File: src/mmio_pkg.sv
`default_nettype none

package mmio_pkg;

    // Word and address widths
    localparam int unsigned DATA_W = 32;
    localparam int unsigned ADDR_W = 32;

    // RAM geometry, byte address divided by four gives the word index
    localparam int unsigned RAM_WORDS = 1024;
    localparam int unsigned RAM_AW = 10;
    localparam int unsigned WORD_LSB = 2;

    // Address map
    localparam logic [ADDR_W-1:0] RAM_BASE = 32'h0000_0000;
    localparam logic [ADDR_W-1:0] RAM_LIMIT = 32'h0000_0FFF;
    localparam logic [ADDR_W-1:0] DISPLAY_BASE = 32'h0000_E000;
    localparam logic [ADDR_W-1:0] DISPLAY_LIMIT = 32'h0000_EFFF;
    localparam logic [ADDR_W-1:0] KEYPAD_ADDR = 32'h0000_F000;

    // Load value for unmapped and display reads
    localparam logic [DATA_W-1:0] ERROR_WORD = 32'hDEAD_BEEF;

    // Keypad word layout
    localparam int unsigned KEY_VALID_BIT = 31;
    localparam int unsigned KEY_BTN_LSB = 0;
    localparam int unsigned KEY_BTN_W = 5;
    localparam int unsigned KEY_APP_LSB = 5;
    localparam int unsigned KEY_APP_W = 2;

    typedef enum logic [1:0] {
        REGION_RAM,
        REGION_KEYPAD,
        REGION_DISPLAY,
        REGION_NONE
    } region_t;

    typedef enum logic [1:0] {
        WB_IDLE,
        WB_BUS,
        WB_DONE
    } wb_state_t;

endpackage

`default_nettype wire

File: src/keypad_register.sv
`timescale 1ns/1ps
`default_nettype none

module keypad_register (
    input  logic                           clk,
    input  logic                           rst_n,

    // Keypad scanner
    input  logic                           key_strobe,
    input  logic [mmio_pkg::KEY_BTN_W-1:0] key_button,
    input  logic [mmio_pkg::KEY_APP_W-1:0] key_app,

    // Access from the hub
    input  logic                           key_en,
    input  logic                           mem_read,
    output logic [mmio_pkg::DATA_W-1:0]    key_word,
    output logic                           key_ack
);
    import mmio_pkg::*;

    logic                 pending;
    logic [KEY_BTN_W-1:0] button_q;
    logic [KEY_APP_W-1:0] app_q;

    always_ff @(posedge clk) begin
        if (!rst_n) begin
            pending <= 1'b0;
            key_ack <= 1'b0;
        end else begin
            key_ack <= key_en && !key_ack;
            // A fresh press wins over a read that clears
            if (key_strobe) begin
                pending <= 1'b1;
            end else if (key_ack && mem_read) begin
                pending <= 1'b0;
            end
        end
    end

    // Newest press overwrites the old one
    always_ff @(posedge clk) begin
        if (key_strobe) begin
            button_q <= key_button;
            app_q    <= key_app;
        end
    end

    always_comb begin
        key_word = '0;
        key_word[KEY_VALID_BIT] = pending;
        key_word[KEY_APP_LSB +: KEY_APP_W] = pending ? app_q : '0;
        key_word[KEY_BTN_LSB +: KEY_BTN_W] = pending ? button_q : '0;
    end

endmodule

`default_nettype wire

File: config.mk
export PLATFORM = sky130hd
export DESIGN_NAME = keypad_register
export DESIGN_NICKNAME = d
export VERILOG_FILES = /design/src/mmio_pkg.sv /design/src/keypad_register.sv
export SDC_FILE = /design/constraint.sdc
export NUM_CORES = 1
export LEC_CHECK = 0
export BUFFER_PORTS_ARGS = -buffer_cell sky130_fd_sc_hd__buf_2
export CAP_MARGIN = 15
export CORE_MARGIN = 1.5
export CORE_UTILIZATION = 32
export CTS_CLUSTER_DIAMETER = 100
export CTS_CLUSTER_SIZE = 16
export DETAILED_ROUTE_END_ITERATION = 6
export PLACE_DENSITY = 0.72
export REMOVE_ABC_BUFFERS = 1
export SLEW_MARGIN = 5
export SYNTH_ARGS = -nofsm -noshare
export SYNTH_HDL_FRONTEND = slang
export SYNTH_SLANG_ARGS = --single-unit
File: constraint.sdc
create_clock -name clk -period 0.8 [get_ports clk]
set_input_delay 0.04 -clock clk [delete_from_list [all_inputs] [get_ports clk]]
set_output_delay 0.04 -clock clk [all_outputs]
set_load 0.02 [all_outputs]
==> impl_metrics.csv <==
group,metric,value,unit
clocking,clk_latency,0.25,ns
clocking,htree_levels,1,
clocking,cts_num_sinks,9,
synthesis,synth_compound_area_share,2.17,%
pwr,finalPower,1.20,mW
synthesis,syn-cell-area,518,um2
layout,diodes,0,
synthesis,synth_simple_gate_area_share,11.8,%
synthesis,yosysUniqueCellTypes,9,
synthesis,synth.avg_cell_area,11.3,um2
floorplan,start_util,34.4,%
worst_setup_path,path_max_fanout,9,
place,port_buffers,20,
min_path,worstHoldStart,"rst_n",
grt,grt_overflow,0,
floorplan,rows,14,
drt,dr_wl_met3,73,um
worst_setup_path,end_kind,"output pin",
layout,area_growth,35.7,%
status,violations,"setup timing",
synthesis,synth_fa_ha_area_share,0,%
worst_setup_path,r2r_start,"pending",
place,placed_cells,80,
worst_setup_path,start_kind,"flip-flop",
clocking,ctsLongestPathBuffers,2,
timing,fmaxAchievable,1.05,GHz
timing,maxSlewViolCount,0,
drt,viasPerCell,3.63,
grt,grtUsageTotal,8.51,%
worst_setup_path,critical_path_class,"reg2out",
drt,met1_length,258,um
clocking,cts-root-buf,"clkbuf_4",
pwr,p_leak,0.354,nW
synthesis,synth-seq-cells,9,
worst_setup_path,crit_arrival,0.91,ns
floorplan,die_width,43.2,um
min_path,min_path_cells,3,
layout,fin_nets,89,
worst_setup_path,r2r_end,"pending",
timing,period_needed,0.950,ns
grt,grt_pass1_vias,294,
timing,setup_viol,8,
synthesis,synthXorXnorAreaFrac,0,%
clocking,numCtsBuffers,3,
min_path,whs_endpoint,"pending",
grt,grt_pass1_wl,1140,um
clocking,postCtsSetupBuffers,0,
run,cap_violations,0,
layout,layout_common_cells,"conb_1, buf_2, dlygate4sd3_1",
clocking,path_clk_slew,0.06,ns
place,gp_congestion,0.607,
floorplan,io_pins,45,
timing,skew,0.0000550,ns
synthesis,synth_top_family_by_area,"buffers and inverters",
floorplan,die-area,1870,um2
timing,timing.final.crit_share,119,%
place,hpwl,539,um
drt,drt_iter0_markers,1,
drt,ant_nets,0,
synthesis,seq_area_frac_synth,48.3,%
pwr,vdd_drop_max,0.756,mV
min_path,hold_class,"in2reg",
drt,drc,0,
drt,top_layer,"met3",
worst_setup_path,reg2reg_slack,0.13,ns
drt,drt-total-wl,706,um
synthesis,synthCells,46,
timing,rsz0062_at_grt,"yes",
floorplan,die_y,43.2,um
timing,hold_violations,0,
timing,setup_slack,-0.150,ns
grt,antenna_found_initial,0,
status,status,"finished, violations left",
layout,finalInstanceArea,703,um2
drt,met2WireLength,374,um
synthesis,ys_warn_count,0,
grt,grt_max_degree,10,
clocking,cts_tree,"built",
worst_setup_path,worstPathRequired,0.76,ns
place,pre_cts_ws,-0.0131,ns
layout,layout_commonest_cell,"conb_1",
floorplan,coreArea,1510,um2
pwr,power_density,1700,nW/um2
drt,firstDrtPassIters,2,
drt,vias,334,
layout,fin_cells,92,
synthesis,muxShareOfSynthArea,0,%
worst_setup_path,reg2reg_depth,2,
layout,drive_gt1_share,42.1,%
place,placed_area,537,um2
drt,wl_per_cell,7.67,um
worst max-delay path, cell delays in order, from the launching register on:
cell and delay [ns]:
dfxtp_4 0.37, and2_4 0.16, buf_6 0.12
Yosys cell counts:
master | instances | area [um2]
conb_1 | 1 | 3.75
a31oi_1 | 1 | 6.26
inv_1 | 1 | 3.75
edfxtp_1 | 7 | 210
dfxtp_1 | 2 | 40.0
o21ai_1 | 1 | 5.00
buf_4 | 25 | 188
and3b_1 | 1 | 8.76
and2_2 | 7 | 52.6
layout make-up:
| type | count | area, um2 |
|---|---|---|
| inverters | 1 | 3.75 |
| well taps | 16 | 20.0 |
| clock buffers | 4 | 26.3 |
| flip-flops and latches | 9 | 255 |
| multi-input cells | 34 | 171 |
| fillers | 154 | 803 |
| repair buffers | 28 | 226 |
per-stage QoR:
step,hold slack (ns),TNS (ns),utilization (%)
floorplan,0.139,0,-
global placement,0.218,0,35.6
detailed placement,0.218,-0.0787,35.6
CTS,0.0220,-1.23,46.4
global route,0.0414,-1.38,46.7
finish,0.0277,-1.06,46.7
registers in the layout, indices dropped and copies added (netlist names):
name / flops
button_q: 5
app_q: 2
key_ack: 1
pending: 1
how the worst max path moves through the flow:
| stage | start | to | slack (ns) | cells past startpoint |
|---|---|---|---|---|
| 3_3_place_gp | pending | key_word[6] | 0.01 | 2 |
| 2_1_floorplan | pending | key_word[0] | 0.01 | 1 |
| 3_5_place_dp | pending | key_word[6] | -0.01 | 2 |
| 6_report | pending | key_word[1] | -0.15 | 2 |
| 4_1_cts | pending | key_word[6] | -0.18 | 2 |
| 5_1_grt | button_q[2] | key_word[2] | -0.19 | 2 |
metal layers:
metal / vias to the layer above / track usage (%)
met5: - / 0
met1: 145 / 8.27
li1: 160 / -
met3: 0 / 1.28
met2: 29 / 15.2
met4: 0 / 7.27
cell families (layout without fill, tap and decap cells):
kind of cell           Yosys count  count (layout)
buffers and inverters           26              33
flip-flops                       9               9
AND/OR/NAND/NOR                  8               8
AO/OA/AOI/OAI                    2               2
other                            1              24
where the power goes:
part	total (mW)	internal, mW	switching [mW]
combinational	0.296	0.121	0.175
clock	0.341	0.192	0.150
sequential	0.560	0.543	0.0179
what timing repair did:
item / CTS / global route
endpoints found under the hold margin: 8 / 0
setup endpoints to repair: 9 / 8
hold buffers: 8 / 0
gates resized for setup: 22 / 3
pin swaps: 1 / 0
(Power assumes the default switching activity.)
