<file path="config.mk">
export PLATFORM = sky130hd
export DESIGN_NAME = wishbone_manager
export DESIGN_NICKNAME = d
export VERILOG_FILES = /design/src/mmio_pkg.sv /design/src/wishbone_manager.sv
export SDC_FILE = /design/constraint.sdc
export NUM_CORES = 1
export LEC_CHECK = 0
export ABC_AREA = 1
export BUFFER_PORTS_ARGS = -buffer_cell sky130_fd_sc_hd__clkbuf_2
export CAP_MARGIN = 20
export CELL_PAD_IN_SITES_DETAIL_PLACEMENT = 0
export CELL_PAD_IN_SITES_GLOBAL_PLACEMENT = 2
export CORE_AREA = 2 2 101 103
export DETAILED_ROUTE_END_ITERATION = 7
export DIE_AREA = 0 0 103 105
export GPL_TIMING_DRIVEN = 0
export PLACE_DENSITY_LB_ADDON = 0.25
export SLEW_MARGIN = 20
export SYNTH_ARGS = -nofsm -noshare
export SYNTH_HDL_FRONTEND = slang
export SYNTH_SLANG_ARGS = --single-unit
</file>
<file path="constraint.sdc">
create_clock -name clk -period 3.35 [get_ports clk]
set_input_delay 0.5025 -clock clk [delete_from_list [all_inputs] [get_ports clk]]
set_output_delay 0.5025 -clock clk [all_outputs]
set_load 0.05 [all_outputs]
</file>
<file path="src/mmio_pkg.sv">
`default_nettype none

package mmio_pkg;

    // Word and address widths
    localparam int unsigned DATA_W = 32;
    localparam int unsigned ADDR_W = 32;

    // RAM geometry, byte address divided by four gives the word index
    localparam int unsigned RAM_WORDS = 1024;
    localparam int unsigned RAM_AW = 10;
    localparam int unsigned WORD_LSB = 2;

    // Address map
    localparam logic [ADDR_W-1:0] RAM_BASE = 32'h0000_0000;
    localparam logic [ADDR_W-1:0] RAM_LIMIT = 32'h0000_0FFF;
    localparam logic [ADDR_W-1:0] DISPLAY_BASE = 32'h0000_E000;
    localparam logic [ADDR_W-1:0] DISPLAY_LIMIT = 32'h0000_EFFF;
    localparam logic [ADDR_W-1:0] KEYPAD_ADDR = 32'h0000_F000;

    // Load value for unmapped and display reads
    localparam logic [DATA_W-1:0] ERROR_WORD = 32'hDEAD_BEEF;

    // Keypad word layout
    localparam int unsigned KEY_VALID_BIT = 31;
    localparam int unsigned KEY_BTN_LSB = 0;
    localparam int unsigned KEY_BTN_W = 5;
    localparam int unsigned KEY_APP_LSB = 5;
    localparam int unsigned KEY_APP_W = 2;

    typedef enum logic [1:0] {
        REGION_RAM,
        REGION_KEYPAD,
        REGION_DISPLAY,
        REGION_NONE
    } region_t;

    typedef enum logic [1:0] {
        WB_IDLE,
        WB_BUS,
        WB_DONE
    } wb_state_t;

endpackage

`default_nettype wire

</file>
<file path="src/wishbone_manager.sv">
`timescale 1ns/1ps
`default_nettype none

module wishbone_manager (
    input  logic                        clk,
    input  logic                        rst_n,

    // CPU side
    input  logic                        read_req,
    input  logic                        write_req,
    input  logic [mmio_pkg::ADDR_W-1:0] cpu_addr,
    input  logic [mmio_pkg::DATA_W-1:0] cpu_wdata,
    output logic [mmio_pkg::DATA_W-1:0] rdata,
    output logic                        done,

    // Bus side
    output logic [mmio_pkg::RAM_AW-1:0] adr_o,
    output logic [mmio_pkg::DATA_W-1:0] dat_o,
    output logic                        we_o,
    output logic                        stb_o,
    output logic                        cyc_o,
    input  logic [mmio_pkg::DATA_W-1:0] dat_i,
    input  logic                        ack_i
);
    import mmio_pkg::*;

    wb_state_t state;
    wb_state_t state_next;
    logic      start;

    assign start = (state == WB_IDLE) && (read_req || write_req);

    always_comb begin
        state_next = state;
        case (state)
            WB_IDLE: begin
                if (read_req || write_req) begin
                    state_next = WB_BUS;
                end
            end
            WB_BUS: begin
                if (ack_i) begin
                    state_next = WB_DONE;
                end
            end
            // Single cycle of done, then back for the next request
            WB_DONE: state_next = WB_IDLE;
            default: state_next = WB_IDLE;
        endcase
    end

    always_ff @(posedge clk) begin
        if (!rst_n) begin
            state <= WB_IDLE;
            we_o  <= 1'b0;
        end else begin
            state <= state_next;
            if (start) begin
                we_o <= write_req;
            end
        end
    end

    // Address and write data held for the whole bus cycle
    always_ff @(posedge clk) begin
        if (start) begin
            adr_o <= cpu_addr[WORD_LSB +: RAM_AW];
            dat_o <= cpu_wdata;
        end
        if ((state == WB_BUS) && ack_i && !we_o) begin
            rdata <= dat_i;
        end
    end

    assign stb_o = (state == WB_BUS);
    assign cyc_o = (state == WB_BUS);
    assign done  = (state == WB_DONE);

    // Slave may only answer an active strobe
    a_ack_needs_stb: assert property (@(posedge clk) disable iff (!rst_n)
        ack_i |-> stb_o)
        else $error("wishbone_manager: ack without strobe");

endmodule

`default_nettype wire

</file>
==> results of run 1 <==
[layout make-up]
class | instances | area share, %
plain buffers | 1 | 0.211
clock buffers | 9 | 3.48
clock inverters | 7 | 1.44
inverters | 7 | 0.737
multi-input cells | 13 | 2.18
flip-flops and latches | 77 | 64.0
well taps | 133 | 4.67
repair buffers | 158 | 23.2
[final timing paths]
path	startpoint	endpoint	slack (ns)	cells after the start
hold / removal	cpu_addr[4]	adr_o[2]$_DFFE_PP_	0.33	1
hold reg to reg	we_o$_SDFFE_PN0P_	we_o$_SDFFE_PN0P_	0.53	2
setup reg to reg	state[0]$_SDFFE_PN0P_	rdata[30]$_DFFE_PP_	1.71	5
setup / recovery	state[0]$_SDFFE_PN0P_	stb_o	1.55	4
[routing by layer]
layer | track usage (%) | routed length, um | vias to the layer above
li1 | - | - | 705
met1 | 10.0 | 1850 | 675
met2 | 13.2 | 2130 | 121
met3 | 6.62 | 972 | 5
met4 | 4.79 | 50 | 0
met5 | 0 | 0 | -
[cells in the final DEF, fill, tap and decap left out]
cell and count:
clkbuf_8 9, nand2_2 2, buf_16 1, edfxtp_1 74, nand2_1 4, a21oi_2 1, clkbuf_2 156, clkinv_2 2
nor2_4 2, buf_12 1, inv_2 1, clkinvlp_4 2, buf_4 1, a21oi_1 1, nor2_1 2, inv_1 6
nor2_2 1, clkinv_4 2, dfxtp_1 3, inv_6 1
[power groups by stage]
stage	registers, mW	clock network (mW)	logic, mW
finish	1.16	0.608	0.395
global route	1.16	0.671	0.418
CTS	1.16	0.642	0.400
detailed placement	1.18	0	0.400
global placement	1.18	0	0.387
floorplan	1.40	0	0.0473
[per-stage QoR]
stage               util (%)  area (um^2)  setup WS (ns)  instances  hold WS (ns)
finish                  37.0         3560           1.55        405         0.335
global placement        34.6         3330          0.308        387         0.480
detailed placement      35.2         3390           1.67        389         0.518
global route            37.0         3560           1.45        405         0.298
CTS                     37.0         3560           1.51        405         0.308
floorplan                  -         2390          0.718         98         0.544
[kinds of logic (layout without fill, tap and decap cells)]
kind of cell	after synthesis	after routing	synth area share, %
and+or+nand+nor	11	11	2.36
AOI/OAI and AO/OA	2	2	0.577
DFF	77	77	95.6
buffers and inverters	8	182	1.42
[registers in the layout (all words and copies together) (netlist names)]
register / count
we_o: 1
dat_o: 32
rdata: 32
state: 2
adr_o: 10
==> impl_metrics.env, run 1 <==
export IMPL_slowest_delay_ns=0.37
export IMPL_p_seq_share_pct=53.5
export IMPL_synth_edf_count=74
export IMPL_row_count=36
export IMPL_ys_seq_area_share_pct=95.6
export IMPL_cts_buffers_inserted=9
export IMPL_wirelength_um=5010
export IMPL_critical_path_top_delay_family="buffers and inverters"
export IMPL_clkSlewWorstSetupHoldPaths_ns=0.08
export IMPL_drive_above_1_share_pct=66.9
export IMPL_cts_root_buf="clkbuf_8"
export IMPL_fin_nets=368
export IMPL_dieArea_um2=10800
export IMPL_grt_pass1_vias=1496
export IMPL_cap_violations=0
export IMPL_avgSynthCellArea_um2=24.3
export IMPL_place_gp_congestion=0.667
export IMPL_worstMarginPinSlew_ns=0.527
export IMPL_fin_skew_ns=0.00931
export IMPL_pin_count=179
export IMPL_cts_resized=0
export IMPL_post_cts_setup_buffer_count=0
export IMPL_vias_per_cell=3.72
export IMPL_setup_worst_path_class="reg -> out"
export IMPL_path_cells="inv_1, nor2_4, buf_4, clkbuf_2"
export IMPL_start_kind="flip-flop"
export IMPL_synth_area_top_cells="edfxtp_1 (93%), dfxtp_1 (2.5%), inv_1 (1.1%), nand2_1 (0.63%), nand2_2 (0.52%)"
export IMPL_crit_fanout=4
export IMPL_clk_path_buf_depth=2
export IMPL_finalCriticalPeriod_ns=1.80
export IMPL_syn_nets=199
export IMPL_fmaxAchievable_ghz=0.554
export IMPL_grt_pass1_wl_um=7300
export IMPL_cp_arrival_ns=1.30
export IMPL_yosysTopAreaCellShare_pct=93.1
export IMPL_num_fill_cells=936
export IMPL_final_setup_tns_ns=0
export IMPL_endpoint_kind="primary output"
export IMPL_wl_per_cell_um=12.4
export IMPL_cts_hold_buffers=0
export IMPL_synth_ff_type="edfxtp_1"
export IMPL_path_buf_inv=3
export IMPL_switching_share_pct=30.7
export IMPL_drtPass1Iterations=2
export IMPL_yosys_cell_count_top_type="edfxtp_1"
export IMPL_total_power_mw=2.16
export IMPL_core_um2=9640
export IMPL_vias=1506
export IMPL_dp_hpwl_um=3970
export IMPL_start_util_pct=24.8
export IMPL_grt_total_usage_pct=9.22
export IMPL_synth_seq_cells=77
export IMPL_synth_area_um2=2390
export IMPL_antenna_found_initial=0
export IMPL_p_leak_nw=1.55
export IMPL_finalHoldViolCount=0
export IMPL_irDropWorstVdd_v=0.000210
export IMPL_setup_viol=0
export IMPL_critical_path_required_ns=2.85
export IMPL_pwr_share_comb_pct=18.3
export IMPL_drv_slew=0
export IMPL_multi_input_area_um2=77.6
export IMPL_synth_top_cell_by_area="edfxtp_1"
export IMPL_rsz0062_at_grt="false"
export IMPL_ys_types=11
export IMPL_pwr_share_clk_pct=28.1
export IMPL_seqCellArea_um2=2280
export IMPL_ys_top_cells_by_count="edfxtp_1 (74), inv_1 (7), nand2_1 (4), dfxtp_1 (3), nor2_1 (3)"
export IMPL_die_h_um=105
export IMPL_clock_latency_ns=0.33
export IMPL_async_reset_ff_share_pct=0
export IMPL_status="finished clean"
export IMPL_slew_headroom_pct=64.8
export IMPL_grt_start_max_net_pins=29
export IMPL_ant_nets=0
export IMPL_area_growth_pct=49.3
export IMPL_p_per_area_nw_per_um2=606
export IMPL_insertedDiodeCount=0
export IMPL_placement_io_buffers=156
export IMPL_finalCritPeriodShare_pct=53.9
export IMPL_ys_warn_count=0
export IMPL_overflow=0
export IMPL_clock_sinks=77
export IMPL_hold_class="in -> reg"
export IMPL_drt_iter0_drc=25
export IMPL_crit_slowest_cell="dfxtp_1"
export IMPL_syn_inst=98
export IMPL_p_int_mw=1.50
export IMPL_p_sw_uw=662
export IMPL_cts_tree="built"
export IMPL_drcViolationCount=0
export IMPL_die_w_um=103
export IMPL_h_tree_depth=3
No activity file was read; power rests on OpenSTA's default activity.
==> run 2: changes to the inputs <==
- clock period: 3.35 -> 1.67 ns (I/O delays scaled with it)
==> impl_metrics.env, run 2 (synthesized netlist as in run 1, its figures left out) <==
export IMPL_hold_class="in -> reg"
export IMPL_clk_path_buf_depth=2
export IMPL_ant_nets=0
export IMPL_fin_nets=368
export IMPL_critical_path_required_ns=1.60
export IMPL_die_w_um=103
export IMPL_clock_latency_ns=0.33
export IMPL_finalCriticalPeriod_ns=1.51
export IMPL_clkSlewWorstSetupHoldPaths_ns=0.08
export IMPL_rsz0062_at_grt="false"
export IMPL_largestRegisters="dat_o x32, rdata x32, adr_o x10"
export IMPL_pre_cts_ws_ns=-0.181
export IMPL_setup_viol=0
export IMPL_final_common_cell="clkbuf_2"
export IMPL_slowest_delay_ns=0.45
export IMPL_drv_slew=0
export IMPL_p_per_area_nw_per_um2=1240
export IMPL_cts_buffers_inserted=9
export IMPL_critical_path_top_delay_family="buffers and inverters"
export IMPL_cap_violations=0
export IMPL_grt_start_max_net_pins=22
export IMPL_placed_cell_area_um2=3350
export IMPL_irDropWorstVdd_v=0.000417
export IMPL_insertedDiodeCount=0
export IMPL_hp_start="cpu_wdata[27]"
export IMPL_cts_hold_buffers=0
export IMPL_crit_slowest_cell="clkinvlp_4"
export IMPL_wl_per_cell_um=13.2
export IMPL_antenna_found_initial=0
export IMPL_fmaxAchievable_ghz=0.661
export IMPL_fin_skew_ns=0.00873
export IMPL_fin_ws_ns=0.156
export IMPL_placement_io_buffers=156
export IMPL_slew_headroom_pct=67.5
export IMPL_clock_sinks=77
export IMPL_area_growth_pct=48.6
export IMPL_die_h_um=105
export IMPL_grt_total_usage_pct=9.75
export IMPL_path_buf_inv=1
export IMPL_drt_iter0_drc=25
export IMPL_vias=1523
export IMPL_dp_hpwl_um=3840
export IMPL_overflow=0
export IMPL_reg2reg_slack_ns=0.16
export IMPL_crit_start="state[1]$_SDFFE_PN0P_"
export IMPL_cp_arrival_ns=1.45
export IMPL_final_cells=403
export IMPL_finalCritPeriodShare_pct=90.6
export IMPL_pin_count=179
export IMPL_grt_pass1_wl_um=7620
export IMPL_num_fill_cells=962
export IMPL_worstMarginPinSlew_ns=0.487
export IMPL_place_gp_congestion=0.655
export IMPL_dieArea_um2=10800
export IMPL_post_place_cells=387
export IMPL_rr_startpoint="state[1]$_SDFFE_PN0P_"
export IMPL_row_count=36
export IMPL_endpoint_kind="flip-flop"
export IMPL_path_cells="nor2_2, nand2_2, clkinvlp_4"
export IMPL_drive_above_1_share_pct=67.8
export IMPL_core_um2=9640
export IMPL_cts_root_buf="clkbuf_8"
export IMPL_crit_fanout=21
export IMPL_drtPass1Iterations=4
export IMPL_vias_per_cell=3.78
export IMPL_design_area_um2=3540
export IMPL_finalHoldViolCount=0
export IMPL_setup_worst_path_class="reg -> reg"
export IMPL_utilization_pct=36.8
export IMPL_grt_pass1_vias=1517
export IMPL_p_leak_nw=1.54
export IMPL_start_kind="flip-flop"
export IMPL_start_util_pct=24.8
export IMPL_status="finished clean"
export IMPL_cts_tree="built"
export IMPL_layout_common_cells="clkbuf_2 (156), edfxtp_1 (74), clkbuf_8 (9)"
export IMPL_wirelength_um=5340
export IMPL_final_setup_tns_ns=0
export IMPL_drcViolationCount=0
export IMPL_h_tree_depth=3
==> run 2: changes by cell type in the layout (fill, tap and decap cells not counted) <==
cell / change
dfxtp_2: +1
nor2_4: +1
clkinv_2: +1
nand2_2: +1
bufinv_16: +1
buf_16: -1
dfxtp_1: -1
clkinv_4: -1
inv_1: -1
nand2_1: -1
inv_6: -1
buf_12: -1
==> run 2: worst paths after layout <==
| path | end | depth (start not counted) |
|---|---|---|
| max reg2reg | adr_o[1]$_DFFE_PP_ | 3 |
| min | dat_o[27]$_DFFE_PP_ | 1 |
| max | adr_o[1]$_DFFE_PP_ | 3 |
| min reg2reg | state[0]$_SDFFE_PN0P_ | 4 |
==> run 2: where the power goes <==
| part | leakage, nW | internal, mW | switching [mW] |
|---|---|---|---|
| combinational | 0.713 | 0.162 | 0.624 |
| sequential | 0.729 | 2.29 | 0.0421 |
| clock | 0.0947 | 0.668 | 0.622 |
==> run 2: what timing repair did <==
action                     in CTS  in global routing
setup endpoints to repair      74                  0
gates resized for setup         2                  0
setup buffers                   0                  0
==> run 2: worst register-to-register path, delay by kind of cell, from the launching register on <==
kind                   cells  cell delay, ns
AND/OR/NAND/NOR            2            0.24
buffers and inverters      1            0.46
flip-flops                 1            0.41
==> run 2: cell type report <==
type | count | area [um^2] | share of cell area [%]
clock buffer | 9 | 124 | 3.49
sequential | 77 | 2280 | 64.4
timing repair inverter | 1 | 7.51 | 0.212
multi-input combinational | 14 | 91.3 | 2.58
clock inverter | 5 | 53.8 | 1.52
buffer | 1 | 7.51 | 0.212
tap | 133 | 166 | 4.69
timing repair buffer | 156 | 781 | 22.0
inverter | 7 | 30.0 | 0.847
==> run 2: metrics by stage <==
step | hold slack, ns | total power [mW]
CTS | 0.0600 | 4.48
finish | 0.0857 | 4.40
floorplan | 0.349 | 2.92
global route | 0.0526 | 4.60
detailed placement | 0.429 | 3.16
global placement | 0.427 | 3.15
==> run 2: layer usage <==
layer | part of all wire, % | up-vias | track usage, %
met5 | 0 | - | 0
met4 | 1.8 | 0 | 5.08
met3 | 16 | 9 | 5.22
met2 | 44 | 126 | 14.5
met1 | 38 | 683 | 11.2
li1 | - | 705 | -
