==> src/mmio_pkg.sv <==
`default_nettype none

package mmio_pkg;

    // Word and address widths
    localparam int unsigned DATA_W = 32;
    localparam int unsigned ADDR_W = 32;

    // RAM geometry, byte address divided by four gives the word index
    localparam int unsigned RAM_WORDS = 1024;
    localparam int unsigned RAM_AW = 10;
    localparam int unsigned WORD_LSB = 2;

    // Address map
    localparam logic [ADDR_W-1:0] RAM_BASE = 32'h0000_0000;
    localparam logic [ADDR_W-1:0] RAM_LIMIT = 32'h0000_0FFF;
    localparam logic [ADDR_W-1:0] DISPLAY_BASE = 32'h0000_E000;
    localparam logic [ADDR_W-1:0] DISPLAY_LIMIT = 32'h0000_EFFF;
    localparam logic [ADDR_W-1:0] KEYPAD_ADDR = 32'h0000_F000;

    // Load value for unmapped and display reads
    localparam logic [DATA_W-1:0] ERROR_WORD = 32'hDEAD_BEEF;

    // Keypad word layout
    localparam int unsigned KEY_VALID_BIT = 31;
    localparam int unsigned KEY_BTN_LSB = 0;
    localparam int unsigned KEY_BTN_W = 5;
    localparam int unsigned KEY_APP_LSB = 5;
    localparam int unsigned KEY_APP_W = 2;

    typedef enum logic [1:0] {
        REGION_RAM,
        REGION_KEYPAD,
        REGION_DISPLAY,
        REGION_NONE
    } region_t;

    typedef enum logic [1:0] {
        WB_IDLE,
        WB_BUS,
        WB_DONE
    } wb_state_t;

endpackage

`default_nettype wire

==> src/response_merge.sv <==
`timescale 1ns/1ps
`default_nettype none

module response_merge (
    input  logic                        clk,
    input  logic                        rst_n,
    input  mmio_pkg::region_t           region,
    input  logic                        mem_read,
    input  logic                        mem_write,
    input  logic                        fetch,
    input  logic [mmio_pkg::DATA_W-1:0] ram_data,
    input  logic                        ram_done,
    input  logic [mmio_pkg::DATA_W-1:0] key_word,
    input  logic                        key_ack,
    input  logic                        display_ack,
    output logic [mmio_pkg::DATA_W-1:0] memload,
    output logic [mmio_pkg::DATA_W-1:0] instruction,
    output logic                        d_ack,
    output logic                        i_ack
);
    import mmio_pkg::*;

    logic local_req;
    logic local_ack;
    logic display_done;
    logic any_ack;
    logic is_fetch;

    always_comb begin
        case (region)
            REGION_RAM:    memload = ram_data;
            REGION_KEYPAD: memload = key_word;
            default:       memload = ERROR_WORD;
        endcase
    end

    assign instruction = memload;

    // Unmapped accesses and display reads are answered here
    assign local_req = ((region == REGION_NONE) && (mem_read || mem_write))
                    || ((region == REGION_DISPLAY) && mem_read && !mem_write);

    always_ff @(posedge clk) begin
        if (!rst_n) begin
            local_ack <= 1'b0;
        end else begin
            local_ack <= local_req && !local_ack;
        end
    end

    // Ignore stray display acks
    assign display_done = display_ack && mem_write && (region == REGION_DISPLAY);

    assign any_ack  = ram_done || key_ack || display_done || local_ack;
    assign is_fetch = mem_read && fetch;

    assign i_ack = any_ack && is_fetch;
    assign d_ack = any_ack && !is_fetch;

    // Each access ends with a single pulse
    a_ack_pulse: assert property (@(posedge clk) disable iff (!rst_n)
        (d_ack || i_ack) |=> !(d_ack || i_ack))
        else $error("response_merge: acknowledge longer than one cycle");

endmodule

`default_nettype wire

==> config.mk <==
export PLATFORM = sky130hd
export DESIGN_NAME = response_merge
export DESIGN_NICKNAME = d
export VERILOG_FILES = /design/src/mmio_pkg.sv /design/src/response_merge.sv
export SDC_FILE = /design/constraint.sdc
export NUM_CORES = 1
export LEC_CHECK = 0
export BUFFER_PORTS_ARGS = -buffer_cell sky130_fd_sc_hd__clkbuf_2
export CORE_MARGIN = 5
export CORE_UTILIZATION = 26
export CTS_CLUSTER_SIZE = 20
export DETAILED_ROUTE_END_ITERATION = 8
export GPL_TIMING_DRIVEN = 0
export PLACE_DENSITY = 0.78
export SETUP_SLACK_MARGIN = 0.02
export SYNTH_ARGS = -nofsm -noshare
export SYNTH_HDL_FRONTEND = slang
export SYNTH_SLANG_ARGS = --single-unit
==> constraint.sdc <==
create_clock -name clk -period 1 [get_ports clk]
set_clock_uncertainty 0.2 [all_clocks]
set_input_delay 0.05 -clock clk [delete_from_list [all_inputs] [get_ports clk]]
set_output_delay 0.05 -clock clk [all_outputs]
set_load 0.01 [all_outputs]
==> results by group, run 1 <==
Outcome
  • Status: complete, but fails checks
  • Failing checks: negative setup slack

Synth
  • Count leader, synth: buf_4
  • Async set-reset flop share out of synthesis: 0%
  • EDFF count, synth: 0
  • Register area share after synthesis: between 2 and 2.5%
  • Synth cell types: 15
  • Area leader, netlist: buf_4
  • Yosys warns: 0
  • Post-synth top area share: 29.48%
  • Synth cell count leaders: buf_4 (34), a211o_1 (24), nor2b_1 (24)
  • Seq cells post-synth: 1
  • Cells after Synth: between 100 and 150
  • Syn Area/Cell: approximately 7.5 um^2
  • Ranking of synthesized cells by area: buf_4 (29%), a211o_1 (24%), nor2b_1 (17%)
  • Syn_nets: about 190
  • Dominant synthesized flop cell: dfxtp_1
  • Synth Cell Area: slightly below 900 um^2

Critical path
  • Slowest CP cell: a211o_1
  • Critical path capture point type: output port
  • WP buf/inv: 5
  • Crit-path max cell delay: approximately 0.28 ns
  • Crit path DAT: 0.98 ns
  • CP Class: input port to output port
  • CP Cell Sequence: clkbuf_16, buf_12, buf_8, a211o_1, buf_4, buf_6
  • Crit path required time: 0.75 ns
  • Max FO, Critical Path: 5
  • Startpoint types: input port
  • Crit-path leading delay family: buffers and inverters

Finish
  • Area grow syn2layout: 124.7%
  • Largest Register: local_ack
  • Share of layout cells above drive strength 1: between 70% and 80%
  • Max reg flops: 1
  • Post-layout util: 59.24%
  • # diodes: 0
  • Design area: 1946 um^2
  • # nets final: approximately 340
  • Regs by FF count: local_ack (1)

Global route
  • GR Util All Layers: 13.18%
  • Antenna violations before repair: 0
  • Vias in the first global route: 1227
  • First-pass GRT wire length: about 5000 um
  • Pin count of the biggest net entering global routing: 11
  • Total gr overflow: 0

Place
  • Setup slack at placement: -0.2894 ns
  • Final Wtd Congestion: 0.6372
  • HPWL after DPL: 3052 um
  • Port buffer count: about 140
  • Dpl cell area: between 1500 and 2000 um^2

STA
  • Final setup margin: -0.2325 ns
  • Final setup fails: 66
  • Final Slew Violations: 0
  • Unrepaired setup endpoints after global routing: true
  • Final worst-path cycle share: 123.2%
  • Highest Clock Rate: 811.4 MHz
  • Worst slew pin tran: approximately 0.23 ns
  • Max-slew headroom: approximately 85%
  • Hold Vio Cnt, Final: 0
  • Tmin final: approximately 1.2 ns

Clocking
  • Clock latency on the worst-skew pair: 0 ns
  • CTS Hold Buffers Added: 0
  • CTS clk-pin slew, worst paths: 0 ns

Floorplanning
  • Row count: 21
  • Width of the chip: around 68 um
  • Die height: about 68 um
  • Die area: 4584 um^2
  • Initial Util: 26.36%
  • I/O pin cnt: 140
  • Core area: approximately 3300 um^2

Power
  • PwrDens: just over 500 nW/um^2
  • Total Power: 995.7 uW
  • Worst IR Drop VDD: roughly 260 uV
  • Leak: between 0.001 and 0.0015 uW

Drt
  • DRC violations left: 0
  • 1st-iter DRT viols: 18
  • DR WL/cell: 12.27 um
  • Drt first pass iters: 3
  • Antenna Violating Nets Remaining: 0
  • Via/cell ratio: between 4 and 5
  • Via count: ~1.3k
  • Final wirelength: 3767 um

Flow run
  • Max_cap viols: 0

Min path
  • Tightest Hold Check Type: input port to flip-flop
[cells by family (layout without fill, tap and decap cells)]
logic type | count (synthesis) | after routing | synth area share (%)
mux | 9 | 9 | 10.41
buf+inv | 42 | 188 | 37.72
flops | 1 | 1 | 2.312
simple gates | 37 | 37 | 23.84
compound gates | 26 | 26 | 25.72
[metal layers]
layer	track usage [%]	vias to the layer above	part of all wire, %
met5	0	-	0
met4	0	0	0
met3	2.329	0	13
met2	26.25	82	51
met1	15.15	593	36
li1	-	662	-
[what timing repair did]
item                                    in CTS  in global routing
buffers inserted                             2                  2
cloned                                       1                  3
endpoints found under the setup margin      66                 67
resized for setup                            8                 43
pin swaps                                    5                 12
[power breakdown]
group	internal (uW)	switching (uW)	leakage, uW	total, uW
sequential	42.7	0.938	0.00000820	43.6
combinational	571	381	0.00114	952
clock	0	0	0	0
total	614	382	0.00115	996
[worst min-delay path, stage by stage]
cell and delay (ns):
clkbuf_2 0.08, nand2_1 0.06, nor3_1 0.04
[layout by cell type (no fill, tap or decap), types with 2 or more instances in the layout]
| master | netlist | final |
|---|---|---|
| nor2b_1 | 24 | 24 |
| mux2i_1 | 9 | 9 |
| nand2_1 | 2 | 2 |
| buf_4 | 34 | 27 |
| nor3_1 | 2 | 2 |
| a211o_1 | 24 | 24 |
| nor2_1 | 8 | 3 |
| buf_8 | 0 | 3 |
| clkbuf_16 | 0 | 4 |
| buf_6 | 3 | 25 |
| buf_12 | 1 | 2 |
| nor2_2 | 0 | 5 |
| clkbuf_2 | 0 | 113 |
| buf_2 | 2 | 12 |
[area by class of cell]
type / count / area (um^2)
fillers: 293 / 1339
repair buffers: 146 / 942.2
multi-input cells: 72 / 531.8
plain buffers: 42 / 394.1
well taps: 46 / 57.56
flip-flops and latches: 1 / 20.02
[per-stage QoR]
| step | TNS (ns) | hold slack [ns] | instances |
|---|---|---|---|
| 6_report | -10.46 | 0.08565 | 307 |
| 5_1_grt | -13.05 | 0.1180 | 307 |
| 4_1_cts | -10.70 | 0.08167 | 302 |
| 3_5_place_dp | -12.76 | 0.08167 | 299 |
| 3_3_place_gp | -12.42 | 0.06801 | 299 |
| 2_1_floorplan | -0.1229 | -0.02261 | 115 |
[path summary, 6_finish.rpt]
kind / startpoint / slack (ns) / cells after the start / endpoint
min: rst_n / 0.09 / 3 / local_ack
min reg2reg: local_ack / 0.21 / 1 / local_ack
max: region[0] / -0.23 / 6 / memload[23]
max reg2reg: local_ack / 0.28 / 1 / local_ack
Power figures use the tool's default switching activity.
==> run 2, diff against run 1 <==
--- a/config.mk
+++ b/config.mk
@@ -6,13 +6,16 @@
 export NUM_CORES = 1
 export LEC_CHECK = 0
 export BUFFER_PORTS_ARGS = -buffer_cell sky130_fd_sc_hd__clkbuf_2
+export CELL_PAD_IN_SITES_DETAIL_PLACEMENT = 1
+export CELL_PAD_IN_SITES_GLOBAL_PLACEMENT = 1
 export CORE_MARGIN = 5
-export CORE_UTILIZATION = 26
+export CORE_UTILIZATION = 17
 export CTS_CLUSTER_SIZE = 20
 export DETAILED_ROUTE_END_ITERATION = 8
 export GPL_TIMING_DRIVEN = 0
-export PLACE_DENSITY = 0.78
+export PLACE_DENSITY_LB_ADDON = 0.1
 export SETUP_SLACK_MARGIN = 0.02
+export SKIP_CTS_REPAIR_TIMING = 1
 export SYNTH_ARGS = -nofsm -noshare
 export SYNTH_HDL_FRONTEND = slang
 export SYNTH_SLANG_ARGS = --single-unit
==> constraint.sdc (replaced) <==
create_clock -name clk -period 1.5 [get_ports clk]
set_clock_uncertainty 0.2 [all_clocks]
set_input_delay 0.075 -clock clk [delete_from_list [all_inputs] [get_ports clk]]
set_output_delay 0.075 -clock clk [all_outputs]
set_load 0.01 [all_outputs]
==> results by group, run 2 (synthesized netlist as in run 1, its figures left out) <==
Outcome
  • Status: complete, no violations (was complete, but fails checks)

Finish
  • # fillers: 691 (was 293)
  • Regs by FF count: local_ack (1) (unchanged)
  • Area grow syn2layout: 89.88% (was 124.7%)
  • Most frequent cells in the layout: clkbuf_2 (138), buf_4 (34), nor2b_1 (24), a211o_1 (24), mux2i_1 (9) (was clkbuf_2 (113), buf_4 (27), buf_6 (25))
  • Share of layout cells above drive strength 1: 70.36% (was 73.95%)
  • Non-filler cells in the finished layout: 323 (was 307)
  • # nets final: 329 (was 337)
  • Max reg flops: 1 (unchanged)
  • Most common cell after layout, fill and taps aside: clkbuf_2 (unchanged)
  • Design area: 1644 um^2 (was 1946 um^2)
  • Largest Register: local_ack (unchanged)
  • # diodes: 0 (unchanged)

Floorplanning
  • Initial Util: 17.17% (was 26.36%)
  • I/O pin cnt: 140 (unchanged)
  • Die height: 81.37 um (was 67.71 um)
  • Core area: 5042 um^2 (was 3284 um^2)
  • Row count: 26 (was 21)
  • Width of the chip: 81.37 um (was 67.71 um)
  • Die area: 6620 um^2 (was 4584 um^2)

Min path
  • Hold Path Origin: rst_n (unchanged)
  • Tightest Hold Check Type: input port to flip-flop (unchanged)

Critical path
  • Crit-path max cell delay: 0.40 ns (was 0.28 ns)
  • CP Cell Sequence: buf_2, clkbuf_1, a211o_1, buf_4, clkbuf_2 (was clkbuf_16, buf_12, buf_8, a211o_1, buf_4, buf_6)
  • Crit path DAT: 1.05 ns (was 0.98 ns)
  • Crit path required time: 1.22 ns (was 0.75 ns)
  • Max FO, Critical Path: 10 (was 5)
  • CP Class: input port to output port (unchanged)
  • Critical path capture point type: output port (unchanged)
  • R2r startpoint: local_ack (unchanged)
  • Slowest CP cell: clkbuf_1 (was a211o_1)
  • Startpoint types: input port (unchanged)
  • Worst setup startpoint: region[1] (was region[0])

Power
  • PwrDens: 336.3 nW/um^2 (was 511.8 nW/um^2)
  • Comb pwr share: 94.7% (was 95.6%)
  • Sw power: 234.3 uW (was 382.0 uW)
  • Clock share of power: 0% (about the same)
  • Worst IR Drop VDD: 164.1 uV (was 257.8 uV)
  • Leak: 0.001011 uW (was 0.001150 uW)
  • Power Internal: 318.5 uW (was 613.7 uW)
  • Sequential share of power: 5.3% (was 4.4%)
  • Switching portion of total power: 42.39% (was 38.36%)

Global route
  • Antenna violations before repair: 0 (unchanged)
  • Vias in the first global route: 1366 (was 1227)
  • Total gr overflow: 0 (unchanged)
  • Pin count of the biggest net entering global routing: 11 (unchanged)
  • First-pass GRT wire length: 5989 um (was 4968 um)
  • GR Util All Layers: 10.94% (was 13.18%)

STA
  • Hold Vio Cnt, Final: 0 (unchanged)
  • Tmin final: between 1 and 1.5 ns
  • Highest Clock Rate: about 760 MHz
  • Final worst-path cycle share: between 80% and 90%
  • Final setup fails: 0 (was 66)
  • Post-route setup TNS: 0 ns (was -10.46 ns)
  • Final setup margin: 0.1772 ns (was -0.2325 ns)
  • Max-slew headroom: 68.68% (was 84.59%)
  • Worst slew pin tran: 0.4698 ns (was 0.2294 ns)
  • WHS: 0.1001 ns (was 0.08565 ns)
  • Unrepaired setup endpoints after global routing: false (was true)
  • Final Slew Violations: 0 (unchanged)

Place
  • Final Wtd Congestion: 0.6531 (was 0.6372)
  • Setup slack at placement: 0.1397 ns (was -0.2894 ns)
  • HPWL after DPL: 3570 um (was 3052 um)
  • Placed Cells: 323 (was 299)
  • Dpl cell area: 1644 um^2 (was 1668 um^2)
  • Port buffer count: 138 (unchanged)

Drt
  • Drt first pass iters: 3 (unchanged)
  • DRC violations left: 0 (unchanged)
  • Final wirelength: 4003 um (was 3767 um)
  • Via/cell ratio: 3.929 (was 4.355)
  • Via count: 1269 (was 1337)
  • Antenna Violating Nets Remaining: 0 (unchanged)
  • 1st-iter DRT viols: 17 (was 18)
  • DR WL/cell: 12.39 um (was 12.27 um)

Clocking
  • Clock latency on the worst-skew pair: 0 ns (about the same)
  • CTS clk-pin slew, worst paths: 0 ns (about the same)

Flow run
  • Max_cap viols: 0 (unchanged)
run 2: cell types whose count changed in the layout (fill, tap and decap cells not counted), sizes merged:
cell    change
buf        -30
clkbuf     +22
run 2: metal layers:
metal	vias up	global-route usage, %	wire length, um
met2	72	21.50	2029
met5	-	0	0
met4	0	0	0
li1	643	-	-
met3	0	3.548	516
met1	554	11.91	1458
run 2: final timing paths:
| path | to | cells past startpoint | slack [ns] |
|---|---|---|---|
| min reg2reg | local_ack | 1 | 0.22 |
| min | local_ack | 3 | 0.10 |
| max reg2reg | local_ack | 1 | 0.77 |
| max | memload[0] | 5 | 0.18 |
run 2: final cells by class:
class	instances	area, um^2	share of cell area [%]
Buffer	42	326.6	19.86
Multi-Input combinational cell	72	519.2	31.58
Sequential cell	1	20.02	1.218
Timing Repair Buffer	138	690.7	42.01
Tap cell	70	87.58	5.327
run 2: power by group through the flow:
| stage | sequential (uW) | combinational [uW] | clock [uW] |
|---|---|---|---|
| detailed placement | 29.1 | 536 | 0 |
| floorplan | 28.9 | 297 | 0 |
| global route | 29.2 | 578 | 0 |
| CTS | 29.1 | 538 | 0 |
| global placement | 29.1 | 533 | 0 |
| finish | 29.1 | 524 | 0 |
run 2: critical path: cells and delay by family:
| family | cells | cell delay [ns] |
|---|---|---|
| buf+inv | 4 | 0.78 |
| compound gates | 1 | 0.19 |
run 2: metrics by stage:
| step | utilization, % | total power (uW) |
|---|---|---|
| 4_1_cts | 32.61 | 567.5 |
| 2_1_floorplan | - | 325.9 |
| 6_report | 32.61 | 552.8 |
| 3_3_place_gp | 32.61 | 562.1 |
| 5_1_grt | 32.61 | 606.7 |
| 3_5_place_dp | 32.61 | 564.9 |
