**config.mk**
```make
export PLATFORM = sky130hd
export DESIGN_NAME = address_decoder
export DESIGN_NICKNAME = d
export VERILOG_FILES = /design/src/mmio_pkg.sv /design/src/address_decoder.sv
export SDC_FILE = /design/constraint.sdc
export NUM_CORES = 1
export LEC_CHECK = 0
export ABC_AREA = 1
export BUFFER_PORTS_ARGS = -buffer_cell sky130_fd_sc_hd__buf_2
export CELL_PAD_IN_SITES_DETAIL_PLACEMENT = 2
export CELL_PAD_IN_SITES_GLOBAL_PLACEMENT = 2
export CORE_UTILIZATION = 20
export DETAILED_ROUTE_END_ITERATION = 8
export PLACE_DENSITY = 0.82
export SKIP_LAST_GASP = 1
export SLEW_MARGIN = 20
export SYNTH_ARGS = -nofsm -noshare
export SYNTH_HDL_FRONTEND = slang
export SYNTH_SLANG_ARGS = --single-unit
```
**constraint.sdc**
```tcl
create_clock -name vclk -period 1.7
set_input_delay 0.255 -clock vclk [all_inputs]
set_output_delay 0.255 -clock vclk [all_outputs]
set_load 0.01 [all_outputs]
```
**src/mmio_pkg.sv**
```systemverilog
`default_nettype none

package mmio_pkg;

    // Word and address widths
    localparam int unsigned DATA_W = 32;
    localparam int unsigned ADDR_W = 32;

    // RAM geometry, byte address divided by four gives the word index
    localparam int unsigned RAM_WORDS = 1024;
    localparam int unsigned RAM_AW = 10;
    localparam int unsigned WORD_LSB = 2;

    // Address map
    localparam logic [ADDR_W-1:0] RAM_BASE = 32'h0000_0000;
    localparam logic [ADDR_W-1:0] RAM_LIMIT = 32'h0000_0FFF;
    localparam logic [ADDR_W-1:0] DISPLAY_BASE = 32'h0000_E000;
    localparam logic [ADDR_W-1:0] DISPLAY_LIMIT = 32'h0000_EFFF;
    localparam logic [ADDR_W-1:0] KEYPAD_ADDR = 32'h0000_F000;

    // Load value for unmapped and display reads
    localparam logic [DATA_W-1:0] ERROR_WORD = 32'hDEAD_BEEF;

    // Keypad word layout
    localparam int unsigned KEY_VALID_BIT = 31;
    localparam int unsigned KEY_BTN_LSB = 0;
    localparam int unsigned KEY_BTN_W = 5;
    localparam int unsigned KEY_APP_LSB = 5;
    localparam int unsigned KEY_APP_W = 2;

    typedef enum logic [1:0] {
        REGION_RAM,
        REGION_KEYPAD,
        REGION_DISPLAY,
        REGION_NONE
    } region_t;

    typedef enum logic [1:0] {
        WB_IDLE,
        WB_BUS,
        WB_DONE
    } wb_state_t;

endpackage

`default_nettype wire

```
**src/address_decoder.sv**
```systemverilog
`timescale 1ns/1ps
`default_nettype none

module address_decoder (
    input  logic [mmio_pkg::ADDR_W-1:0] final_address,
    input  logic                        mem_read,
    input  logic                        mem_write,
    output mmio_pkg::region_t           region,
    output logic                        ram_en,
    output logic                        key_en,
    output logic                        display_wen
);
    import mmio_pkg::*;

    logic request;

    // Wraps below base, so one unsigned compare covers both ends
    function automatic logic in_window(input logic [ADDR_W-1:0] addr,
                                       input logic [ADDR_W-1:0] base,
                                       input logic [ADDR_W-1:0] limit);
        return (addr - base) <= (limit - base);
    endfunction

    always_comb begin
        if (in_window(final_address, RAM_BASE, RAM_LIMIT)) begin
            region = REGION_RAM;
        end else if (final_address == KEYPAD_ADDR) begin
            region = REGION_KEYPAD;
        end else if (in_window(final_address, DISPLAY_BASE, DISPLAY_LIMIT)) begin
            region = REGION_DISPLAY;
        end else begin
            region = REGION_NONE;
        end
    end

    assign request = mem_read || mem_write;

    assign ram_en = request && (region == REGION_RAM);
    assign key_en = request && (region == REGION_KEYPAD);
    // Display only takes writes, reads are answered by the merger
    assign display_wen = mem_write && (region == REGION_DISPLAY);

endmodule

`default_nettype wire

```
==> qor.txt, run 1 <==
Fillers: 418
Min-Delay Path Class: in -> out
largest net degree at the start of global routing: 7
number of routed nets with antenna violations: 0
Achievable Freq: 490 MHz
crit share post-route: 120%
syn nets: 176
chip width: 59.7 µm
pwr/cell area: 186 mW/mm²
Mean Syn Cell Area: 4.73 µm²
actual slew at the worst max-slew pin: 0.240 ns
Final setup viols: 5
ant diodes: 0
Max Slew Vio Count: 0
vias per inst: 4.71
GRT Overall Usage: 25.4%
die area: 0.00357 mm²
Max-slew headroom: 83.9%
port bufs: 39
crit path kind: in -> out
CP Buf/Inv Count: 2
Overflow after GRT: 0
Tmin final: 2.04 ns
I/O pins: 39
Seq/Total Area, Yosys: 0%
Synth top area share: 22.5%
Seq cells: 0
Residual DRC: 0
dominant cells by area after synthesis: nand2_1 23%, nor2_1 19%, inv_1 13%
synthesis warning total: 0
initial DRC count: 26
Final GP Congestion: 0.862
fin worst setup slack: -0.341 ns
clock buf count: 0
number of global-route vias before repair: 1359
initial antenna violation count: 0
via count: 1173
Detailed Place HPWL: 2870 µm
Gate Count Post-Synth: 141
Leakage: 0.652 nW
layout cells sized above 1: 54.6%
WP data required: 1.44 ns
final WL: 4670 µm
synthesized area: 667 µm²
Initial DRT Pass Iterations: 4
CP max stage delay: 0.30 ns
Worst VDD drop: 0.0743 mV
first-pass GRT wire length: 6670 µm
area grow syn2layout: 96.1%
post-synth cell types: 20
Avg WL per Cell: 18.8 µm
post-synth top area cell: nand2_1
Place WS: -0.326 ns
die height: 59.7 µm
crit end category: output port
FF+latch area: 0 µm²
critical path's slowest cell: or2_2
count leader, synth: nand2_1
layout net count: 242
CP top delay family: simple AND/OR/NAND/NOR gates
Final Hold Slack: 0.888 ns
final core utilization: 42.1%
critical path arrival: 1.79 ns
max cap viols: 0
crit path cell chain: buf_2 > or2_2 > nor2_2 > nand2_1 > nor2_2 > nand2_1 > nand2_1 > nor2_2 > nand3_2 > o21bai_4 > nor2_1 > buf_2
final hold violation count: 0
maximum fanout along the worst path: 2
critical path startpoint category: input port
row count: 20
initial core utilization: 21.5%
most common library cells after synthesis: 40 x nand2_1, 34 x nor2_1, 23 x inv_1, 13 x nand3_1, 5 x nor2_4
unrepaired setup endpoints after global routing: yes
core area: 0.00310 mm²
failing checks: setup timing
status: finished, violations left
layer usage:
| metal | GRT usage [%] | routed length [µm] |
|---|---|---|
| met5 | 0 | 0 |
| met4 | 1.99 | 28 |
| met3 | 0.866 | 98 |
| met2 | 52.4 | 2590 |
| met1 | 29.2 | 1950 |
kinds of logic (layout without fill, tap and decap cells):
kind of cell	after synthesis	count (layout)	share of synthesized area (%)
xor+xnor	2	2	2.63
buf+inv	23	87	12.9
compound gates	6	6	5.44
fa+ha+maj	1	1	1.88
simple gates	109	109	77.1
through the flow:
stage                     cells  setup TNS, ns  instance area, µm²  power [mW]
after floorplan             141              0                 667      0.0693
after global placement      246         -0.646                1080       0.172
after detailed placement    246         -0.923                1080       0.184
after CTS                   249         -0.579                1210       0.211
after global routing        249          -1.31                1310       0.259
final                       249          -1.03                1310       0.244
timing repair:
action | in CTS | in global routing
hold buffers | 0 | 0
resized for setup | 27 | 28
pin swaps | 21 | 14
setup endpoints to repair | 4 | 5
endpoints found under the hold margin | 0 | 0
buffers inserted | 3 | 0
power by group:
group | internal, mW | leakage [nW] | switching, mW
combinational | 0.110 | 0.652 | 0.134
sequential | 0 | 0 | 0
clock | 0 | 0 | 0
total | 0.110 | 0.652 | 0.134
final timing paths:
check / from / endpoint / cells past startpoint
worst min-delay path: mem_write / display_wen / 4
worst max-delay path: final_address[31] / key_en / 12
tightest hold or removal path: stages:
cell and delay (ns):
buf_2 0.12, nand2_1 0.08, nor3_2 0.05, buf_2 0.13
cell type report:
class,count,area [µm²],area share (%)
Multi-Input combinational cell,118,731,55.9
Timing Repair Buffer,64,435,33.3
Inverter,23,86.3,6.60
Tap cell,44,55.1,4.21
placed cells by master (no fill, tap or decap), drive strengths merged, types with 2 or more instances in the layout:
| cell | synthesis | layout |
|---|---|---|
| a21oi | 3 | 3 |
| nor2 | 42 | 42 |
| nand2 | 44 | 44 |
| or2 | 2 | 2 |
| nor3 | 2 | 2 |
| buf | 0 | 63 |
| nand3b | 3 | 3 |
| nand3 | 15 | 15 |
| inv | 23 | 23 |
| o21ai | 2 | 2 |
Power figures use the tool's default switching activity.
==> inputs of run 2 (changes only) <==
--- a/config.mk
+++ b/config.mk
@@ -5,13 +5,13 @@
 export SDC_FILE = /design/constraint.sdc
 export NUM_CORES = 1
 export LEC_CHECK = 0
-export ABC_AREA = 1
 export BUFFER_PORTS_ARGS = -buffer_cell sky130_fd_sc_hd__buf_2
 export CELL_PAD_IN_SITES_DETAIL_PLACEMENT = 2
 export CELL_PAD_IN_SITES_GLOBAL_PLACEMENT = 2
-export CORE_UTILIZATION = 20
+export CORE_UTILIZATION = 18
 export DETAILED_ROUTE_END_ITERATION = 8
-export PLACE_DENSITY = 0.82
+export PLACE_DENSITY = 0.81
+export RECOVER_POWER = 100
 export SKIP_LAST_GASP = 1
 export SLEW_MARGIN = 20
 export SYNTH_ARGS = -nofsm -noshare
==> run 2 against run 1 <==
The run still ends with setup timing left; setup slack worse by 0.44 ns; combinational power decreased by 15%; flip-flop and latch count unchanged; cell count is 35% lower; area after synthesis fell by 36%; power is 15% lower; highest routed layer unchanged; first-iteration DRC count is 38% lower; non-clock buffer count rose by 9; sequential share of layout area did not move; count of clock-buffer cells in the layout unchanged; hold slack gained 0.049 ns; synthesized cell count down 57%.
==> qor.txt, run 2 <==
status: finished, violations left (unchanged)
failing checks: setup timing (unchanged)
FF+latch area: 0 µm² (unchanged)
Post-CTS Hold Buffers: 0 (unchanged)
initial core utilization: 19.2% (was 21.5%)
layout net count: 171 (was 242)
clock buf count: 0 (unchanged)
Overflow after GRT: 0 (unchanged)
number of global-route vias before repair: 967 (was 1359)
crit share post-route: 146% (was 120%)
Psw: 0.0984 mW (was 0.134 mW)
number of routed nets with antenna violations: 0 (unchanged)
Net Sw Frac: 47.3% (was 55.0%)
die area: 0.00255 mm² (was 0.00357 mm²)
layout cells sized above 1: 67.9% (was 54.6%)
total power: 0.208 mW (was 0.244 mW)
crit end category: output port (unchanged)
most common library cells after synthesis: 9 x nor2_1, 6 x nand2_1, 4 x a21oi_1, 4 x nand3_1, 4 x nor4_1 (was 40 x nand2_1, 34 x nor2_1, 23 x inv_1, 13 x nand3_1, 5 x nor2_4)
Residual DRC: 0 (unchanged)
Seq pwr share: 0% (about the same)
initial antenna violation count: 0 (unchanged)
area grow syn2layout: 152% (was 96.1%)
pwr/cell area: 195 mW/mm² (was 186 mW/mm²)
Mean Syn Cell Area: 6.95 µm² (was 4.73 µm²)
Seq/Total Area, Yosys: 0% (unchanged)
post-synth top area cell: nor2_1 (was nand2_1)
Achievable Freq: 404 MHz (was 490 MHz)
max cap viols: 0 (unchanged)
Worst VDD drop: 0.0975 mV (was 0.0743 mV)
initial DRC count: 16 (was 26)
Seq cells: 0 (unchanged)
Setup TNS Final: -2.93 ns (was -1.03 ns)
port bufs: 39 (unchanged)
Max Slew Vio Count: 0 (unchanged)
combinational cell fraction of total power: 100.0% (about the same)
dominant cells by area after synthesis: nor2_1 8.0%, a2111oi_4 6.5%, nor4_1 5.9% (was nand2_1 23%, nor2_1 19%, inv_1 13%)
GRT Overall Usage: 22.1% (was 25.4%)
Detailed Place HPWL: 2370 µm (was 2870 µm)
Min-Delay Path Class: in -> out (unchanged)
via count: 869 (was 1173)
unrepaired setup endpoints after global routing: yes (unchanged)
Int Pwr: 0.110 mW (about the same)
WP data required: 1.44 ns (about the same)
Max-slew headroom: 67.9% (was 83.9%)
Tmin final: 2.48 ns (was 2.04 ns)
most frequent cells in the layout: 33 x buf_2, 32 x buf_4, 8 x nor2_1 (was 36 x nand2_1, 33 x buf_2, 22 x buf_4)
chip width: 50.5 µm (was 59.7 µm)
synthesized area: 424 µm² (was 667 µm²)
ant diodes: 0 (unchanged)
count leader, synth: nor2_1 (was nand2_1)
clock group share of total power: 0% (about the same)
fin worst setup slack: -0.778 ns (was -0.341 ns)
row count: 17 (was 20)
largest net degree at the start of global routing: 7 (unchanged)
critical path startpoint category: input port (unchanged)
Gate Count Post-Synth: 61 (was 141)
Fillers: 253 (was 418)
actual slew at the worst max-slew pin: 0.478 ns (was 0.240 ns)
Final GP Congestion: 0.735 (was 0.862)
commonest non-fill, non-tap cell in the layout: buf_2 (was nand2_1)
synthesis warning total: 0 (unchanged)
maximum fanout along the worst path: 3 (was 2)
Final setup viols: 5 (unchanged)
crit path kind: in -> out (unchanged)
Initial DRT Pass Iterations: 4 (unchanged)
core area: 0.00221 mm² (was 0.00310 mm²)
syn nets: 96 (was 176)
final hold violation count: 0 (unchanged)
Leakage: 0.471 nW (was 0.652 nW)
vias per inst: 5.36 (was 4.71)
final WL: 3740 µm (was 4670 µm)
post-synth cell types: 32 (was 20)
I/O pins: 39 (unchanged)
die height: 50.5 µm (was 59.7 µm)
critical path arrival: 2.22 ns (was 1.79 ns)
Synth top area share: 7.96% (was 22.5%)
Avg WL per Cell: 23.1 µm (was 18.8 µm)
first-pass GRT wire length: 4270 µm (was 6670 µm)
run 2: critical path, stage by stage:
cell     delay [ns]
buf_2          0.11
nor4_1         0.44
nand2_1        0.17
or4_4          0.51
a21oi_2        0.17
o21a_1         0.20
nor3b_4        0.20
buf_2          0.15
run 2: cell type report:
| class | count | area (µm²) | share of cell area, % |
|---|---|---|---|
| multi-input combinational | 59 | 522 | 48.9 |
| timing repair buffer | 73 | 503 | 47.1 |
| tap | 28 | 35.0 | 3.28 |
| inverter | 2 | 7.51 | 0.703 |
run 2: final timing paths:
| kind | start | end | slack, ns | depth (start not counted) |
|---|---|---|---|---|
| setup / recovery | final_address[8] | key_en | -0.78 | 8 |
| hold / removal | mem_write | display_wen | 0.94 | 4 |
run 2: metal layers:
layer / vias up / GRT usage (%) / share of wire [%]
met1: 426 / 20.6 / 38
met5: - / 0 / 0
met4: 0 / 3.70 / 2.3
met2: 34 / 49.1 / 57
li1: 401 / - / -
met3: 8 / 2.73 / 3.5
run 2: repair_timing:
item | 4_1_cts | 5_1_grt
endpoints found under the setup margin | 5 | 5
gates resized for setup | 15 | 13
buffers inserted | 2 | 6
pin swaps | 10 | 12
run 2: kinds of logic (layout without fill, tap and decap cells):
family          after synthesis  in the layout  synth area share, %
compound gates               17             17                 33.6
mux                           1              1                 2.36
simple gates                 40             40                 59.3
buf+inv                       2             75                 1.77
fa+ha+maj                     1              1                 2.95
run 2: through the flow:
stage	instances	cell area, µm²	utilization (%)	hold WS (ns)	setup WS, ns
after floorplan	61	467	-	0.616	-0.368
after global placement	154	892	40.3	0.862	-0.587
after detailed placement	154	892	40.3	0.861	-0.737
after CTS	156	970	43.8	0.863	-0.604
after global routing	162	1070	48.2	0.957	-0.811
final	162	1070	48.2	0.937	-0.778
run 2: power groups by stage:
stage	clock (mW)	sequential [mW]	combinational [mW]
after CTS	0	0	0.182
final	0	0	0.208
after detailed placement	0	0	0.166
after global placement	0	0	0.150
after floorplan	0	0	0.0448
after global routing	0	0	0.220
==> inputs of run 3 (changes only) <==
--- a/config.mk
+++ b/config.mk
@@ -5,13 +5,13 @@
 export SDC_FILE = /design/constraint.sdc
 export NUM_CORES = 1
 export LEC_CHECK = 0
+export ABC_CLOCK_PERIOD_IN_PS = 3000
 export BUFFER_PORTS_ARGS = -buffer_cell sky130_fd_sc_hd__buf_2
 export CELL_PAD_IN_SITES_DETAIL_PLACEMENT = 2
 export CELL_PAD_IN_SITES_GLOBAL_PLACEMENT = 2
-export CORE_UTILIZATION = 18
+export CORE_UTILIZATION = 19
 export DETAILED_ROUTE_END_ITERATION = 8
-export PLACE_DENSITY = 0.81
-export RECOVER_POWER = 100
+export PLACE_DENSITY = 0.85
 export SKIP_LAST_GASP = 1
 export SLEW_MARGIN = 20
 export SYNTH_ARGS = -nofsm -noshare
==> constraint.sdc (replaced) <==
create_clock -name vclk -period 3
set_input_delay 0.45 -clock vclk [all_inputs]
set_output_delay 0.45 -clock vclk [all_outputs]
set_load 0.01 [all_outputs]
==> run 3 against run 2 <==
The run now ends clean; via count down 21%; flip-flop and latch count unchanged; global-route usage down 5.7 points; design area down 36%; hold slack better by 0.30 ns; non-clock buffer count down 31; die area down 5.1%; combinational power down 69%; wire length down 49%; largest cell class unchanged; highest routed layer is now met3.
==> qor.txt, run 3 (synthesis gave the netlist of run 2 again) <==
Min-Delay Path Class: in -> out (unchanged)
core area: 0.00202 mm² (was 0.00221 mm²)
Tmin final: 2.84 ns
Overflow after GRT: 0 (unchanged)
Post-CTS Hold Buffers: 0 (unchanged)
commonest non-fill, non-tap cell in the layout: buf_2 (unchanged)
FF+latch area: 0 µm² (unchanged)
I/O pins: 39 (unchanged)
die area: 0.00243 mm² (was 0.00255 mm²)
Leakage: 0.277 nW (was 0.471 nW)
Max Slew Vio Count: 0 (unchanged)
GRT Overall Usage: 16.4% (was 22.1%)
layout cells sized above 1: 47.6% (was 67.9%)
Post-CTS Setup Bufs: 0 (was 2)
clock buf count: 0 (unchanged)
critical path arrival: 2.39 ns (was 2.22 ns)
number of routed nets with antenna violations: 0 (unchanged)
Worst VDD drop: 0.0389 mV (was 0.0975 mV)
max cap viols: 0 (unchanged)
Max-slew headroom: 69.6% (was 67.9%)
port bufs: 39 (unchanged)
Avg WL per Cell: 14.6 µm (was 23.1 µm)
first-pass GRT wire length: 3260 µm (was 4270 µm)
Setup TNS Final: 0 ns (was -2.93 ns)
number of global-route vias before repair: 750 (was 967)
total power: 0.0648 mW (was 0.208 mW)
maximum fanout along the worst path: 6 (was 3)
Final GP Congestion: 0.730 (was 0.735)
Detailed Place HPWL: 1760 µm (was 2370 µm)
crit share post-route: 94.8%
initial antenna violation count: 0 (unchanged)
largest net degree at the start of global routing: 9 (was 7)
crit end category: output port (unchanged)
initial core utilization: 21.0% (was 19.2%)
actual slew at the worst max-slew pin: 0.452 ns (was 0.478 ns)
Residual DRC: 0 (unchanged)
Achievable Freq: 352 MHz
Final setup viols: 0 (was 5)
crit path kind: in -> out (unchanged)
most frequent cells in the layout: 39 x buf_2, 9 x nor2_1, 6 x nand2_1 (was 33 x buf_2, 32 x buf_4, 8 x nor2_1)
chip width: 49.3 µm (was 50.5 µm)
WP data required: 2.55 ns (was 1.44 ns)
row count: 16 (was 17)
final WL: 1890 µm (was 3740 µm)
layout net count: 140 (was 171)
ant diodes: 0 (unchanged)
Seq cells: 0 (unchanged)
die height: 49.3 µm (was 50.5 µm)
vias per inst: 5.30 (was 5.36)
area grow syn2layout: 59.9% (was 152%)
critical path startpoint category: input port (unchanged)
unrepaired setup endpoints after global routing: no (was yes)
initial DRC count: 2 (was 16)
status: finished, final reports clean (was finished, violations left)
pwr/cell area: 95.5 mW/mm² (was 195 mW/mm²)
Initial DRT Pass Iterations: 4 (unchanged)
final hold violation count: 0 (unchanged)
via count: 689 (was 869)
## run 3: cell count changes in the layout (fill, tap and decap cells not counted), sizes merged
cell	before	now
buf	73	42
## run 3: report_power, final
part	leakage (nW)	internal, mW	switching, mW
registers	0	0	0
clock network	0	0	0
logic	0.277	0.0299	0.0348
total	0.277	0.0299	0.0348
## run 3: worst paths after layout
check	startpoint	endpoint	slack, ns	cells after the start
worst min-delay path	mem_write	display_wen	1.24	4
worst max-delay path	final_address[13]	ram_en	0.16	8
## run 3: cell type report
cell class / count / area [µm²]
Fill cell: 263 / 1340
Inverter: 2 / 7.51
Multi-Input combinational cell: 59 / 419
Tap cell: 27 / 33.8
Timing Repair Buffer: 42 / 218
## run 3: stage by stage
step	hold slack [ns]	setup slack (ns)	utilization (%)	cell area, µm²	instances
6_report	1.24	0.157	33.5	678	130
5_1_grt	1.26	0.0504	33.5	678	130
3_5_place_dp	1.24	0.112	33.4	676	130
4_1_cts	1.24	0.102	33.4	676	130
2_1_floorplan	1.00	0.381	-	424	61
3_3_place_gp	1.24	0.165	33.4	676	130
## run 3: critical path, cell delays in order
cell       delay (ns)
buf_2            0.13
ha_2             0.22
or4b_4           0.53
a2111oi_4        0.39
nand4_1          0.13
o21a_1           0.22
nor3_2           0.16
buf_2            0.15
## run 3: what timing repair did
item,in CTS,in global routing
gates resized for setup,0,1
endpoints found under the hold margin,0,0
setup endpoints to repair,0,1
## run 3: metal layers
layer  vias to the layer above  wire [µm]  track usage (%)  share of wire (%)
met5                         -          0                0                  0
met4                         0          0                0                  0
met3                         0         94            0.312                5.0
met2                        30        987             32.9                 52
met1                       321        810             20.0                 43
li1                        338          -                -                  -
